### config.mk
export PLATFORM = sky130hd
export DESIGN_NAME = instruction_decode
export DESIGN_NICKNAME = d
export VERILOG_FILES = /design/src/isa_pkg.sv /design/src/ctrl_pkg.sv /design/src/opcode_classifier.sv /design/src/decode_sequencer.sv /design/src/operand_address_latch.sv /design/src/control_word_gen.sv /design/src/instruction_decode.sv
export VERILOG_INCLUDE_DIRS = /design/src
export SDC_FILE = /design/constraint.sdc
export NUM_CORES = 1
export LEC_CHECK = 0
export ABC_AREA = 1
export ABC_CLOCK_PERIOD_IN_PS = 2890
export BUFFER_PORTS_ARGS = -buffer_cell sky130_fd_sc_hd__buf_2
export CAP_MARGIN = 30
export CORE_AREA = 2 2 81 75
export DETAILED_ROUTE_END_ITERATION = 8
export DIE_AREA = 0 0 83 77
export GPL_TIMING_DRIVEN = 0
export PLACE_DENSITY = 0.88
export SYNTH_ARGS = -nofsm -noshare
export SYNTH_HDL_FRONTEND = slang
export SYNTH_SLANG_ARGS = --single-unit
### constraint.sdc
create_clock -name clk -period 2.89 [get_ports clk]
set_input_delay 0.578 -clock clk [delete_from_list [all_inputs] [get_ports clk]]
set_output_delay 0.578 -clock clk [all_outputs]
set_load 0.01 [all_outputs]
### src/decode_config.svh
`ifndef DECODE_CONFIG_SVH
`define DECODE_CONFIG_SVH

// Bus widths
`define DATA_W   8
`define ADDR_W   16
`define STATUS_W 8

// Status byte bit positions
`define FLAG_C 0
`define FLAG_Z 1
`define FLAG_V 6
`define FLAG_N 7

`endif

### src/isa_pkg.sv
`include "decode_config.svh"

package isa_pkg;

    // Standard 6502 encodings of the supported opcodes
    typedef enum logic [7:0] {
        op_nop     = 8'hEA,
        op_sec     = 8'h38,
        op_clc     = 8'h18,
        op_clv     = 8'hB8,
        op_tax     = 8'hAA,
        op_tay     = 8'hA8,
        op_txa     = 8'h8A,
        op_tya     = 8'h98,
        op_inx     = 8'hE8,
        op_iny     = 8'hC8,
        op_dex     = 8'hCA,
        op_dey     = 8'h88,
        op_lda_imm = 8'hA9,
        op_ldx_imm = 8'hA2,
        op_ldy_imm = 8'hA0,
        op_asl_a   = 8'h0A,
        op_lsr_a   = 8'h4A,
        op_rol_a   = 8'h2A,
        op_ror_a   = 8'h6A,
        op_asl_zpg = 8'h06,
        op_asl_abs = 8'h0E,
        op_lsr_zpg = 8'h46,
        op_lsr_abs = 8'h4E,
        op_rol_zpg = 8'h26,
        op_rol_abs = 8'h2E,
        op_ror_zpg = 8'h66,
        op_ror_abs = 8'h6E,
        op_inc_zpg = 8'hE6,
        op_inc_abs = 8'hEE,
        op_dec_zpg = 8'hC6,
        op_dec_abs = 8'hCE,
        op_and_zpg = 8'h25,
        op_and_abs = 8'h2D,
        op_cmp_zpg = 8'hC5,
        op_cmp_abs = 8'hCD,
        op_ora_zpg = 8'h05,
        op_eor_zpg = 8'h45,
        op_lda_zpg = 8'hA5,
        op_ldx_zpg = 8'hA6,
        op_ldy_zpg = 8'hA4,
        op_sta_zpg = 8'h85,
        op_stx_zpg = 8'h86,
        op_sty_zpg = 8'h84,
        op_jmp_abs = 8'h4C
    } opcode_e;

    typedef enum logic [2:0] {
        am_implied, am_immediate, am_accumulator, am_zero_page, am_absolute
    } addr_mode_e;

    typedef enum logic [4:0] {
        alu_nop, alu_asl, alu_lsr, alu_rol, alu_ror, alu_and, alu_or, alu_xor,
        alu_cmp, alu_inc, alu_dec, alu_flg, alu_tmx
    } alu_op_e;

    typedef enum logic [1:0] {reg_none, reg_a, reg_x, reg_y} reg_sel_e;

    // All-zero encoding is the NOP class
    typedef struct packed {
        addr_mode_e           addr_mode;
        alu_op_e              alu_op;
        reg_sel_e             dst_reg;
        reg_sel_e             src_reg;
        logic [`STATUS_W-1:0] flag_mask;
        logic                 is_store;
        logic                 is_rmw;     // Read-modify-write on memory
        logic                 is_jump;
        logic                 is_transfer;
        logic                 is_flag_set;
        logic                 flag_value;
    } instr_class_t;

endpackage

### src/ctrl_pkg.sv
`include "decode_config.svh"

package ctrl_pkg;

    typedef enum logic [3:0] {
        s_idle,
        s_opcode_read,
        s_zpg_adr_read,
        s_abs_lb,
        s_abs_hb,
        s_idl_data_write,
        s_alu_final,
        s_alu_tmx,
        s_dbuf_output,
        s_pc_load
    } decode_state_e;

    typedef enum logic [2:0] {
        reg_idle, reg_load_bus1, reg_store_bus1, reg_load_bus2, reg_store_bus2
    } reg_op_e;

    typedef enum logic [1:0] {buf_idle, buf_load, buf_store} buf_op_e;

    typedef enum logic [1:0] {pc_hold, pc_inc_one, pc_load} pc_op_e;

    typedef enum logic {sel_pc, sel_mem} addr_sel_e;

    typedef struct packed {
        logic [`ADDR_W-1:0] memory_address;
        addr_sel_e          address_select;
        logic               rw;            // 1 reads, 0 writes
        buf_op_e            data_buffer;
        buf_op_e            input_latch;
    } bus_ctrl_t;

    typedef struct packed {
        reg_op_e acc;
        reg_op_e x;
        reg_op_e y;
    } reg_ctrl_t;

    typedef struct packed {
        logic [`STATUS_W-1:0] write_mask;
        logic [`STATUS_W-1:0] value;
        logic                 psr_rw;      // 0 lets the ALU update flags
    } flag_ctrl_t;

endpackage

### src/opcode_classifier.sv
`timescale 1ns/1ns
`include "decode_config.svh"

module opcode_classifier (
    input  logic [`DATA_W-1:0]    instruction,
    output isa_pkg::instr_class_t instr_class
);
    import isa_pkg::*;

    localparam logic [`STATUS_W-1:0] zn_mask = `STATUS_W'(1 << `FLAG_Z)
                                             | `STATUS_W'(1 << `FLAG_N);
    localparam logic [`STATUS_W-1:0] czn_mask = zn_mask | `STATUS_W'(1 << `FLAG_C);

    addr_mode_e           bit_mode;
    reg_sel_e             ld_st_reg;

    always_comb begin
        case (instruction[4:2])
            3'b001:  bit_mode = am_zero_page;
            3'b010:  bit_mode = am_accumulator;
            3'b011:  bit_mode = am_absolute;
            default: bit_mode = am_implied;
        endcase
        case (instruction[1:0])   // Register of the load/store family
            2'b00:   ld_st_reg = reg_y;
            2'b01:   ld_st_reg = reg_a;
            default: ld_st_reg = reg_x;
        endcase
    end

    always_comb begin
        instr_class = '0;   // NOP and unknown opcodes
        case (opcode_e'(instruction))
            op_sec, op_clc, op_clv: begin
                instr_class.is_flag_set = 1'b1;
                instr_class.flag_value = (instruction == op_sec);
                if (instruction == op_clv) begin
                    instr_class.flag_mask[`FLAG_V] = 1'b1;
                end else begin
                    instr_class.flag_mask[`FLAG_C] = 1'b1;
                end
            end
            op_tax, op_tay, op_txa, op_tya: begin
                instr_class.is_transfer = 1'b1;
                instr_class.src_reg = instruction[4] ? reg_y : reg_x;
                instr_class.dst_reg = reg_a;
                if (instruction[5]) begin   // TAX/TAY go the other way
                    instr_class.src_reg = reg_a;
                    instr_class.dst_reg = (instruction[1]) ? reg_x : reg_y;
                end
            end
            op_inx, op_dex, op_iny, op_dey: begin
                if (instruction == op_inx || instruction == op_iny) begin
                    instr_class.alu_op = alu_inc;
                end else begin
                    instr_class.alu_op = alu_dec;
                end
                if (instruction == op_inx || instruction == op_dex) begin
                    instr_class.src_reg = reg_x;
                end else begin
                    instr_class.src_reg = reg_y;
                end
                instr_class.dst_reg = instr_class.src_reg;
                instr_class.flag_mask = zn_mask;
            end
            op_lda_imm, op_ldx_imm, op_ldy_imm, op_lda_zpg, op_ldx_zpg, op_ldy_zpg: begin
                instr_class.addr_mode = (bit_mode == am_zero_page) ? am_zero_page : am_immediate;
                instr_class.alu_op = alu_flg;
                instr_class.dst_reg = ld_st_reg;
                instr_class.flag_mask = zn_mask;
            end
            op_sta_zpg, op_stx_zpg, op_sty_zpg: begin
                instr_class.addr_mode = bit_mode;
                instr_class.src_reg = ld_st_reg;
                instr_class.is_store = 1'b1;
            end
            op_asl_a, op_asl_zpg, op_asl_abs, op_rol_a, op_rol_zpg, op_rol_abs,
            op_lsr_a, op_lsr_zpg, op_lsr_abs, op_ror_a, op_ror_zpg, op_ror_abs: begin
                instr_class.addr_mode = bit_mode;
                case (instruction[6:5])
                    2'b00:   instr_class.alu_op = alu_asl;
                    2'b01:   instr_class.alu_op = alu_rol;
                    2'b10:   instr_class.alu_op = alu_lsr;
                    default: instr_class.alu_op = alu_ror;
                endcase
                instr_class.flag_mask = czn_mask;
                if (bit_mode == am_accumulator) begin
                    instr_class.src_reg = reg_a;
                    instr_class.dst_reg = reg_a;
                end else begin
                    instr_class.is_rmw = 1'b1;
                end
            end
            op_inc_zpg, op_inc_abs, op_dec_zpg, op_dec_abs: begin
                instr_class.addr_mode = bit_mode;
                instr_class.alu_op = (instruction[5]) ? alu_inc : alu_dec;
                instr_class.flag_mask = zn_mask;
                instr_class.is_rmw = 1'b1;
            end
            op_ora_zpg, op_and_zpg, op_and_abs, op_eor_zpg: begin
                instr_class.addr_mode = bit_mode;
                case (instruction[6:5])
                    2'b00:   instr_class.alu_op = alu_or;
                    2'b01:   instr_class.alu_op = alu_and;
                    default: instr_class.alu_op = alu_xor;
                endcase
                instr_class.src_reg = reg_a;
                instr_class.dst_reg = reg_a;
                instr_class.flag_mask = zn_mask;
            end
            op_cmp_zpg, op_cmp_abs: begin
                instr_class.addr_mode = bit_mode;
                instr_class.alu_op = alu_cmp;
                instr_class.src_reg = reg_a;   // Result only reaches the flags
                instr_class.flag_mask = czn_mask;
            end
            op_jmp_abs: begin
                instr_class.addr_mode = am_absolute;
                instr_class.is_jump = 1'b1;
            end
            default: ;
        endcase
    end

endmodule

### src/decode_sequencer.sv
`timescale 1ns/1ns

module decode_sequencer (
    input  logic                   clk,
    input  logic                   rst_n,
    input  logic                   clk_enable,
    input  isa_pkg::instr_class_t  instr_class,
    output ctrl_pkg::decode_state_e state,
    output isa_pkg::instr_class_t  cur_class
);
    import isa_pkg::*;
    import ctrl_pkg::*;

    decode_state_e next_state;

    always_comb begin
        next_state = s_idle;
        case (state)
            s_idle: next_state = s_opcode_read;
            s_opcode_read: begin
                case (cur_class.addr_mode)
                    am_immediate:   next_state = s_idl_data_write;
                    am_accumulator: next_state = s_alu_final;
                    am_zero_page:   next_state = s_zpg_adr_read;
                    am_absolute:    next_state = s_abs_lb;
                    default: begin   // Implied; only INX/INY/DEX/DEY use the ALU
                        if (cur_class.alu_op != alu_nop) begin
                            next_state = s_alu_final;
                        end
                    end
                endcase
            end
            s_zpg_adr_read: next_state = s_idl_data_write;
            s_abs_lb: next_state = (cur_class.is_jump) ? s_pc_load : s_abs_hb;
            s_abs_hb: next_state = s_idl_data_write;
            s_idl_data_write: next_state = s_alu_final;
            s_alu_final: next_state = s_alu_tmx;
            s_alu_tmx: begin
                if (cur_class.is_store || cur_class.is_rmw) begin
                    next_state = s_dbuf_output;
                end
            end
            default: next_state = s_idle;   // dbuf_output and pc_load end here
        endcase
    end

    always_ff @(posedge clk or negedge rst_n) begin
        if (!rst_n) begin
            state <= s_idle;
            cur_class <= '0;
        end else if (clk_enable) begin
            state <= next_state;
            if (state == s_idle) begin
                cur_class <= instr_class;   // Opcode byte is on the bus now
            end
        end
    end

    assert property (@(posedge clk) disable iff (!rst_n)
        state inside {s_idle, s_opcode_read, s_zpg_adr_read, s_abs_lb, s_abs_hb,
                      s_idl_data_write, s_alu_final, s_alu_tmx, s_dbuf_output, s_pc_load})
        else $error("decode state left its legal range");

endmodule

### src/operand_address_latch.sv
`timescale 1ns/1ns
`include "decode_config.svh"

module operand_address_latch (
    input  logic                    clk,
    input  logic                    rst_n,
    input  logic                    clk_enable,
    input  logic [`DATA_W-1:0]      instruction,
    input  ctrl_pkg::decode_state_e state,
    output logic [`ADDR_W-1:0]      operand_address
);
    import ctrl_pkg::*;

    always_ff @(posedge clk or negedge rst_n) begin
        if (!rst_n) begin
            operand_address <= '0;
        end else if (clk_enable) begin
            if (state == s_opcode_read) begin
                // Low byte follows the opcode; zero page keeps high byte 0
                operand_address <= {{(`ADDR_W - `DATA_W){1'b0}}, instruction};
            end else if (state == s_abs_lb) begin
                operand_address[`ADDR_W-1 -: `DATA_W] <= instruction;
            end
        end
    end

endmodule

### src/control_word_gen.sv
`timescale 1ns/1ns
`include "decode_config.svh"

module control_word_gen (
    input  ctrl_pkg::decode_state_e state,
    input  isa_pkg::instr_class_t   cur_class,
    input  logic [`ADDR_W-1:0]      operand_address,
    output ctrl_pkg::bus_ctrl_t     bus,
    output ctrl_pkg::reg_ctrl_t     regs,
    output ctrl_pkg::flag_ctrl_t    flags,
    output ctrl_pkg::pc_op_e        pc_enable,
    output isa_pkg::alu_op_e        alu_op
);
    import isa_pkg::*;
    import ctrl_pkg::*;

    logic mem_operand;

    function automatic reg_ctrl_t drive_reg(reg_ctrl_t cur, reg_sel_e sel, reg_op_e op);
        reg_ctrl_t res;
        res = cur;
        case (sel)
            reg_a:   res.acc = op;
            reg_x:   res.x = op;
            reg_y:   res.y = op;
            default: ;
        endcase
        return res;
    endfunction

    assign mem_operand = cur_class.addr_mode inside {am_immediate, am_zero_page, am_absolute};

    always_comb begin
        bus = '{memory_address: '0, address_select: sel_pc, rw: 1'b1,
                data_buffer: buf_idle, input_latch: buf_idle};
        regs = '{acc: reg_idle, x: reg_idle, y: reg_idle};
        flags = '{write_mask: '0, value: '0, psr_rw: 1'b1};
        pc_enable = pc_hold;
        alu_op = alu_nop;
        case (state)
            s_opcode_read: begin
                pc_enable = pc_inc_one;
                if (cur_class.is_flag_set) begin
                    flags.write_mask = cur_class.flag_mask;
                    flags.value = (cur_class.flag_value) ? cur_class.flag_mask : '0;
                    flags.value[`FLAG_N] = 1'b1;
                end
                if (cur_class.is_transfer) begin
                    regs = drive_reg(regs, cur_class.dst_reg, reg_load_bus1);
                    regs = drive_reg(regs, cur_class.src_reg, reg_store_bus1);
                end
            end
            s_zpg_adr_read, s_abs_hb: begin
                pc_enable = pc_inc_one;
                bus.address_select = sel_mem;
                bus.memory_address = operand_address;
            end
            s_abs_lb: pc_enable = pc_inc_one;
            s_idl_data_write: bus.input_latch = buf_load;
            s_alu_final: begin
                flags.psr_rw = 1'b0;
                flags.write_mask = cur_class.flag_mask;
                alu_op = cur_class.alu_op;
                if (!cur_class.is_store) begin
                    if (mem_operand) begin
                        bus.input_latch = buf_store;
                        regs = drive_reg(regs, cur_class.src_reg, reg_store_bus2);   // AND/CMP partner
                    end else begin
                        regs = drive_reg(regs, cur_class.src_reg, reg_store_bus1);
                    end
                end
            end
            s_alu_tmx: begin
                if (cur_class.is_store) begin
                    regs = drive_reg(regs, cur_class.src_reg, reg_store_bus2);
                    bus.data_buffer = buf_load;
                end else if (cur_class.is_rmw) begin
                    bus.data_buffer = buf_load;
                    alu_op = alu_tmx;
                end else if (cur_class.dst_reg != reg_none) begin
                    regs = drive_reg(regs, cur_class.dst_reg, reg_load_bus2);
                    alu_op = alu_tmx;
                end
            end
            s_dbuf_output: begin
                bus.data_buffer = buf_store;
                bus.rw = 1'b0;
                bus.address_select = sel_mem;
                bus.memory_address = operand_address;
            end
            s_pc_load: begin
                pc_enable = pc_load;
                bus.memory_address = operand_address;   // Jump target
            end
            default: ;
        endcase
    end

    always_comb begin
        assert #0 (bus.rw || bus.address_select == sel_mem)
            else $error("memory write issued without the operand address");
    end

endmodule

### src/instruction_decode.sv
`timescale 1ns/1ns
`include "decode_config.svh"

module instruction_decode (
    input  logic                 clk,
    input  logic                 rst_n,
    input  logic                 clk_enable,
    input  logic [`DATA_W-1:0]   instruction,
    output ctrl_pkg::bus_ctrl_t  bus,
    output ctrl_pkg::reg_ctrl_t  regs,
    output ctrl_pkg::flag_ctrl_t flags,
    output ctrl_pkg::pc_op_e     pc_enable,
    output isa_pkg::alu_op_e     alu_op
);
    import isa_pkg::*;
    import ctrl_pkg::*;

    instr_class_t       instr_class;
    instr_class_t       cur_class;
    decode_state_e      state;
    logic [`ADDR_W-1:0] operand_address;

    opcode_classifier u_classifier (
        .instruction (instruction),
        .instr_class (instr_class)
    );

    decode_sequencer u_sequencer (
        .clk         (clk),
        .rst_n       (rst_n),
        .clk_enable  (clk_enable),
        .instr_class (instr_class),
        .state       (state),
        .cur_class   (cur_class)
    );

    operand_address_latch u_latch (
        .clk             (clk),
        .rst_n           (rst_n),
        .clk_enable      (clk_enable),
        .instruction     (instruction),
        .state           (state),
        .operand_address (operand_address)
    );

    control_word_gen u_ctrl (
        .state           (state),
        .cur_class       (cur_class),
        .operand_address (operand_address),
        .bus             (bus),
        .regs            (regs),
        .flags           (flags),
        .pc_enable       (pc_enable),
        .alu_op          (alu_op)
    );

endmodule

==> metrics.md, run 1 <==
| Metric | Value |
|---|---|
| GRT met1 Usage | `0.320` |
| Top cells by area, synth | `dfrtp_1 34%, nand2_1 17%, nor2_1 12%` |
| Die Height | `77 um` |
| Worst path slowest cell | `dfrtp_1` |
| Crit path cell chain | `nor2_1 -> inv_2 -> nor2_1 -> a31oi_1 -> nand2_1 -> nor2_4 -> buf_6 -> nor2_1 -> buf_2` |
| Die X | `~83 um` |
| Clock Latency Late Sink | `0.29 ns` |
| I/O pins | `66` |
| Maximum root-to-sink buffer count | `2` |
| Grt peak-use layer | `met2` |
| Setup CP Type | `flip-flop to primary output` |
| Sum of negative setup slack | `0 ns` |
| Post-Synth Simple-Gate Area | `0.412` |
| Flop2flop setup slack | `1.16 ns` |
| Routed via count | `3151` |
| Antenna viol nets, final | `0` |
| Unrepaired setup endpoints after global routing | `no` |
| Area taken by multi-input logic gates | `around 1600 sq um` |
| Most used cell, CP | `nor2_1` |
| Vias per inst | `between 5 and 6` |
| Worst slew pin tran | `0.907 ns` |
| Ys Warns | `0` |
| Register area | `between 1000 and 1500 sq um` |
| CP required | `approximately 2.3 ns` |
| Worst Reg-to-Reg Cells | `7` |
| Total gr overflow | `0` |
| Synth cell types | `34` |
| FILL cells | `about 530` |
| Synthesized cell area | `2980 sq um` |
| Post-route DRC | `0` |
| Core footprint | `about 5600 sq um` |
| Post-CTS Resized | `0` |
| Largest family of logic cells by synthesized area | `simple AND/OR/NAND/NOR gates` |
| # clock sinks | `40` |
| Commonest non-fill, non-tap cell in the layout | `nand2_1` |
| Avg Inst Size Synth | `6.33 sq um` |
| Rows | `26` |
| Tot GR Track Use | `0.242` |
| Proportion of synthesized area in mux cells | `0` |
| Worst IR Drop VDD | `between 0.0004 and 0.0005 V` |
| Final WL | `7780 um` |
| Maxcap violations | `0` |
| Final setup fails | `0` |
| Power per Cell Area | `649 nW/um^2` |
| Post-synthesis compound-gate area fraction | `0.111` |
| CTS H-tree depth | `2` |
| Vias in the first global route | `a little under 3000` |
| Top cell type's share of synthesized area | `0.336` |
| Relative slew slack | `0.395` |
| Origin of the critical flop-to-flop path | `u_sequencer.state[2]` |
| Initial antenna violation count | `0` |
| Cell Count, Final, Fillers Out | `610` |
| Most frequent cells in the layout | `135 x nand2_1, 92 x nor2_1, 59 x buf_2` |
| Die ar. | `6390 sq um` |
| CP Launch Type | `flip-flop` |
| First-pass GRT wire length | `12900 um` |
| Final Worst Setup Slack | `0.334 ns` |
| Diode count | `0` |
| Initial DRC Count | `about 280` |
| Delay of the slowest critical-path stage | `0.47 ns` |
| Met2 Usage GRT | `0.409` |
| CTS clock-pin slew for the worst setup and hold paths | `0.08 ns` |
| Crit end category | `primary output` |
| Pre-Repair DR Iteration Count | `5` |
| Placed cell count | `603` |
| Hold buffers post-CTS | `0` |
| Routed length per instance | `12.8 um` |
| Synth Instances | `471` |
| Largest net degree at the start of global routing | `41` |
| Detailed placement HPWL | `6050 um` |
| Sequential fraction of the synthesis area | `0.336` |
| Max Fclk | `391 MHz` |
| Initial core utilization | `0.536` |
| Tmin final | `2.56 ns` |
| CTS Buf Count | `5` |
| Reg2reg end | `u_sequencer.cur_class[25]` |
| Leakage power | `1.95 nW` |
| Clock skew | `0.00581 ns` |
| Status | `complete, no violations` |
| Min-Delay Path Class | `input port to asynchronous set/reset pin` |
| GRT met3 Usage | `0.0312` |
| PortBufs | `54` |
| Final Hold Fails | `0` |
| Crit-path max FO | `10` |
| CTS root buf | `clkbuf_8` |
| Crit path arrival time | `between 1.5 and 2 ns` |
| Area grow syn2layout | `15.6%` |
| Nets | `around 560` |
| Layout cells sized above 1 | `0.207` |
| Placer Congestion | `approximately 0.95` |
| Cell taking the most area after synthesis | `dfrtp_1` |
| Yosys reg bits | `40` |
| XOR/XNOR share of the synthesized area | `0` |
| CTS tree | `yes` |
| Fin. max-slew vios | `0` |
| Post-CTS setup buffers | `0` |
| Post-Synth Adder-Cell Area | `0.0168` |
| Worst slack, placed | `approximately 0.67 ns` |
| Tcrit/Tclk final | `0.885` |
## worst max-delay path, delay by kind of cell, from the launching register on
kind,cells,cell delay (ns)
buffers and inverters,3,0.40
AO/OA/AOI/OAI,1,0.23
AND/OR/NAND/NOR,5,0.58
flip-flops,1,0.47
## Yosys cell counts
master / number
nand2_1: 135
nor2_1: 92
inv_1: 51
dfrtp_1: 40
o21ai_0: 26
nand3_1: 24
inv_2: 14
a21oi_1: 11
buf_4: 11
o22ai_1: 8
o21ai_1: 7
buf_2: 5
nand2_2: 5
nor3_1: 5
ha_1: 4
nor3_2: 4
a31oi_1: 3
and2_1: 3
nand4_1: 3
nor2_2: 3
nor2_4: 3
nor3_4: 2
a21oi_2: 1
a22oi_1: 1
and3_1: 1
buf_6: 1
clkbuf_1: 1
conb_1: 1
nand2_4: 1
nand3_2: 1
nand3b_1: 1
o21ai_2: 1
o221ai_1: 1
o311ai_0: 1
## area by class of cell
| cell class | instances | area share |
|---|---|---|
| clock inverters | 1 | 0.00145 |
| repair buffers | 54 | 0.0785 |
| plain buffers | 18 | 0.0356 |
| multi-input cells | 356 | 0.477 |
| clock buffers | 6 | 0.0211 |
| well taps | 70 | 0.0254 |
| inverters | 65 | 0.0708 |
| flip-flops and latches | 40 | 0.291 |
## state kept, by name (all words and copies together), names as in the netlist
signal and cells:
u_sequencer.cur_class 20, u_sequencer.state 4, u_latch.operand_address 16
## routing by layer
metal | vias up | wire length [um]
met2 | 119 | 3620
met4 | 0 | 82
met1 | 1425 | 3600
met3 | 11 | 473
met5 | - | 0
li1 | 1596 | -
## where the power goes
part | internal [mW] | leakage, nW | switching (mW) | total (mW)
logic | 0.348 | 1.38 | 0.674 | 1.02
clock network | 0.164 | 0.0410 | 0.185 | 0.349
registers | 0.754 | 0.525 | 0.109 | 0.864
## kinds of logic after synthesis
| family | after synthesis |
|---|---|
| simple gates | 283 |
| buf+inv | 83 |
| compound gates | 60 |
| flops | 40 |
| fa+ha+maj | 4 |
| other cells | 1 |
## per-stage QoR
step / power [mW] / area (sq um) / hold WS, ns / utilization
final: 2.23 / 3440 / 0.418 / 0.619
after global routing: 2.42 / 3440 / 0.466 / 0.619
after CTS: 2.24 / 3440 / 0.435 / 0.619
after detailed placement: 1.89 / 3370 / 0.467 / 0.605
after global placement: 1.84 / 3370 / 0.468 / 0.605
after floorplan: 1.59 / 3010 / 0.282 / -
## how the worst max path moves through the flow
stage / from / end / slack (ns)
after CTS: u_sequencer.state[2] / regs[7] / 0.35
after global routing: u_sequencer.state[3] / regs[7] / 0.12
after global placement: u_sequencer.state[2] / regs[7] / 0.75
final: u_sequencer.state[1] / bus[18] / 0.33
after detailed placement: u_sequencer.state[2] / regs[7] / 0.67
after floorplan: u_sequencer.state[1] / bus[13] / 0.67
(Power assumes the default switching activity.)
==> inputs of run 2 (changes only) <==
--- a/config.mk
+++ b/config.mk
@@ -6,15 +6,14 @@
 export SDC_FILE = /design/constraint.sdc
 export NUM_CORES = 1
 export LEC_CHECK = 0
-export ABC_AREA = 1
 export ABC_CLOCK_PERIOD_IN_PS = 2890
 export BUFFER_PORTS_ARGS = -buffer_cell sky130_fd_sc_hd__buf_2
 export CAP_MARGIN = 30
-export CORE_AREA = 2 2 81 75
+export CORE_AREA = 3 3 80 75
 export DETAILED_ROUTE_END_ITERATION = 8
-export DIE_AREA = 0 0 83 77
+export DIE_AREA = 0 0 83 78
 export GPL_TIMING_DRIVEN = 0
-export PLACE_DENSITY = 0.88
+export PLACE_DENSITY = 0.89
 export SYNTH_ARGS = -nofsm -noshare
 export SYNTH_HDL_FRONTEND = slang
 export SYNTH_SLANG_ARGS = --single-unit
==> metrics.md, run 2 <==
| Metric | Value |
|---|---|
| Diode count | `0 (unchanged)` |
| CTS H-tree depth | `2 (unchanged)` |
| Leakage power | `1.58 nW (-19%)` |
| Crit path from | `u_sequencer.state[1]` |
| CTS root buf | `clkbuf_8` |
| Cell taking the most area after synthesis | `dfrtp_1` |
| Top cell type's share of synthesized area | `0.350 (+0.0143)` |
| Relative slew slack | `0.413 (+0.0173)` |
| Maxcap violations | `0 (unchanged)` |
| Die Height | `78 um (+1.3%)` |
| Worst IR Drop VDD | `0.000475 V (+6.8%)` |
| Fin. max-slew vios | `0 (unchanged)` |
| CTS tree | `yes` |
| Area grow syn2layout | `18.3%` |
| # clock sinks | `40 (unchanged)` |
| Yosys reg bits | `40 (unchanged)` |
| Final Hold Fails | `0 (unchanged)` |
| CTS Buf Count | `5 (unchanged)` |
| Synthesized cell area | `2860 sq um (-4.1%)` |
| Post-synth EDFFs | `0 (unchanged)` |
| CP top delay family | `simple AND/OR/NAND/NOR gates` |
| Commonest non-fill, non-tap cell in the layout | `buf_2` |
| Initial DRC Count | `250 (-9.7%)` |
| Async set or reset register ratio after synthesis | `1.00 (unchanged)` |
| Total gr overflow | `0 (unchanged)` |
| Initial antenna violation count | `0 (unchanged)` |
| Most frequent cells in the layout | `63 x buf_2, 50 x nand2_1, 40 x dfrtp_1` |
| Largest net degree at the start of global routing | `41 (unchanged)` |
| Setup CP Type | `flip-flop to primary output` |
| Sequential fraction of the synthesis area | `0.350 (+0.0143)` |
| Tot GR Track Use | `0.236 (-0.00602)` |
| Crit end category | `primary output` |
| Detailed placement HPWL | `5710 um (-5.6%)` |
| CTS clock-pin slew for the worst setup and hold paths | `0.08 ns (about the same)` |
| Worst path slowest cell | `or4_1` |
| CP Launch Type | `flip-flop` |
| Cell Count, Final, Fillers Out | `492 (-19%)` |
| Crit path cell chain | `nand2b_4 -> nor3_4 -> and2_2 -> a31oi_1 -> or4_1 -> o21ai_0 -> buf_2` |
| Clock skew | `0.00695 ns (+0.00115 ns)` |
| Tmin final | `2.74 ns (+0.186 ns)` |
| Regs by FF count | `u_sequencer.cur_class x20, u_latch.operand_address x16, u_sequencer.state x4` |
| Levels on crit path | `7 (-2)` |
| Max reg flops | `20 (unchanged)` |
| Crit-path max FO | `5 (-5)` |
| Layout cells sized above 1 | `0.256 (+0.0491)` |
| Post-route DRC | `0 (unchanged)` |
| PortBufs | `55 (+1.9%)` |
| Clock Latency Late Sink | `0.29 ns (about the same)` |
| Buf+Inv Stages, Crit Path | `1 (-2)` |
| Worst slew pin tran | `0.881 ns (-0.0259 ns)` |
| Placed cell count | `484 (-20%)` |
| Vias in the first global route | `2653 (-8.0%)` |
| Biggest register | `u_sequencer.cur_class` |
| Placed inst area | `3250 sq um (-3.6%)` |
| Die X | `83 um (unchanged)` |
| Hold WS | `0.400 ns (-0.0175 ns)` |
| Routed length per instance | `15.4 um (+21%)` |
| Min-Delay Path Class | `input port to asynchronous set/reset pin` |
| Synth Instances | `354 (-25%)` |
| Ys flop type | `dfrtp_1` |
| Vias per inst | `5.73 (+11%)` |
| Pre-Repair DR Iteration Count | `5 (unchanged)` |
| Rows | `25 (-3.8%)` |
| Routed via count | `2818 (-11%)` |
| Power per Cell Area | `753 nW/um^2 (+16%)` |
| Most frequent cell after synthesis | `nand2_1` |
| Sum of negative setup slack | `0 ns (unchanged)` |
| Core footprint | `5190 sq um (-6.7%)` |
| Final setup fails | `0 (unchanged)` |
| Placer Congestion | `0.948 (+0.17%)` |
| Worst Reg-to-Reg Cells | `6 (-1)` |
| Nets | `439 (-21%)` |
| Max Fclk | `365 MHz (-6.8%)` |
| Antenna viol nets, final | `0 (unchanged)` |
| Die ar. | `6470 sq um (+1.3%)` |
| CP required | `2.31 ns (about the same)` |
| Synth cell types | `63 (+85%)` |
| Top cells by area, synth | `dfrtp_1 35%, nand2_1 6.6%, nor2b_1 6.6%` |
| Origin of the critical flop-to-flop path | `u_sequencer.state[3]` |
| Final instance area | `3380 sq um (-1.9%)` |
| Tcrit/Tclk final | `0.949 (+0.0643)` |
| Maximum root-to-sink buffer count | `2 (unchanged)` |
| Initial core utilization | `0.550 (+0.0148)` |
| Most frequent cells after synthesis | `50 x nand2_1, 40 x dfrtp_1, 32 x nor2_1, 31 x o21ai_0, 30 x nor2b_1` |
| Ys Warns | `0 (unchanged)` |
| Crit path arrival time | `2.16 ns (+0.18 ns)` |
| First-pass GRT wire length | `12700 um (-1.1%)` |
| Final WL | `7570 um (-2.7%)` |
| Avg Inst Size Synth | `8.07 sq um (+28%)` |
| Status | `complete, no violations` |
| Unrepaired setup endpoints after global routing | `no` |
| Delay of the slowest critical-path stage | `0.51 ns (+0.04 ns)` |
| I/O pins | `66 (unchanged)` |
==> run 2: changes by cell type after synthesis, moves of 11 or more <==
cell	before	now
nand3_1	24	9
inv_2	14	0
inv_1	51	6
nand2_1	135	50
nor2b_1	0	30
nand2b_1	0	11
nor2_1	92	32
==> run 2: through the flow <==
step	setup WS (ns)	power [mW]	utilization
2_1_floorplan	0.692	1.68	-
3_3_place_gp	0.380	1.99	0.625
3_5_place_dp	0.364	2.04	0.625
4_1_cts	0.0371	2.53	0.650
5_1_grt	0.0218	2.72	0.651
6_report	0.148	2.54	0.651
==> run 2: logic make-up after synthesis <==
group	share of synthesized area
fa+ha+maj	0.0210
xor+xnor	0.0123
simple gates	0.315
buf+inv	0.0757
compound gates	0.193
mux	0.0315
other cells	0.00131
flops	0.350
==> run 2: worst paths after layout <==
kind                                                    end  slack [ns]
worst max-delay path                                regs[7]        0.15
worst min-delay path                   u_sequencer.state[3]        0.40
worst max register to register    u_sequencer.cur_class[14]        0.95
worst min register to register  u_latch.operand_address[11]        0.49
min in group clk                u_latch.operand_address[11]        0.49
max in group asynchronous          u_sequencer.cur_class[0]        1.94
==> run 2: power by group <==
part | switching, mW | internal, mW | total, mW
Combinational | 0.643 | 0.478 | 1.12
Sequential | 0.153 | 0.771 | 0.924
Clock | 0.194 | 0.305 | 0.499
==> run 2: layout make-up <==
| type | instances | area (sq um) |
|---|---|---|
| timing repair buffer | 55 | 275 |
| sequential | 40 | 1000 |
| inverter | 7 | 26.3 |
| multi-input combinational | 283 | 1680 |
| clock buffer | 7 | 96.3 |
| buffer | 32 | 190 |
| tap | 67 | 83.8 |
| clock inverter | 1 | 30.0 |
| fill | 472 | 1810 |
==> run 2: repair_timing <==
item                       CTS  global route
hold buffers                 0             0
resized for setup            0             2
setup buffers                0             0
setup endpoints to repair    0            10
==> run 2: routing by layer <==
metal  part of all wire  up-vias  global-route usage
li1                   -     1355                   -
met1               0.46     1320               0.329
met2               0.45      130               0.380
met3              0.076       13              0.0340
met4              0.015        0              0.0752
met5                  0        -                   0
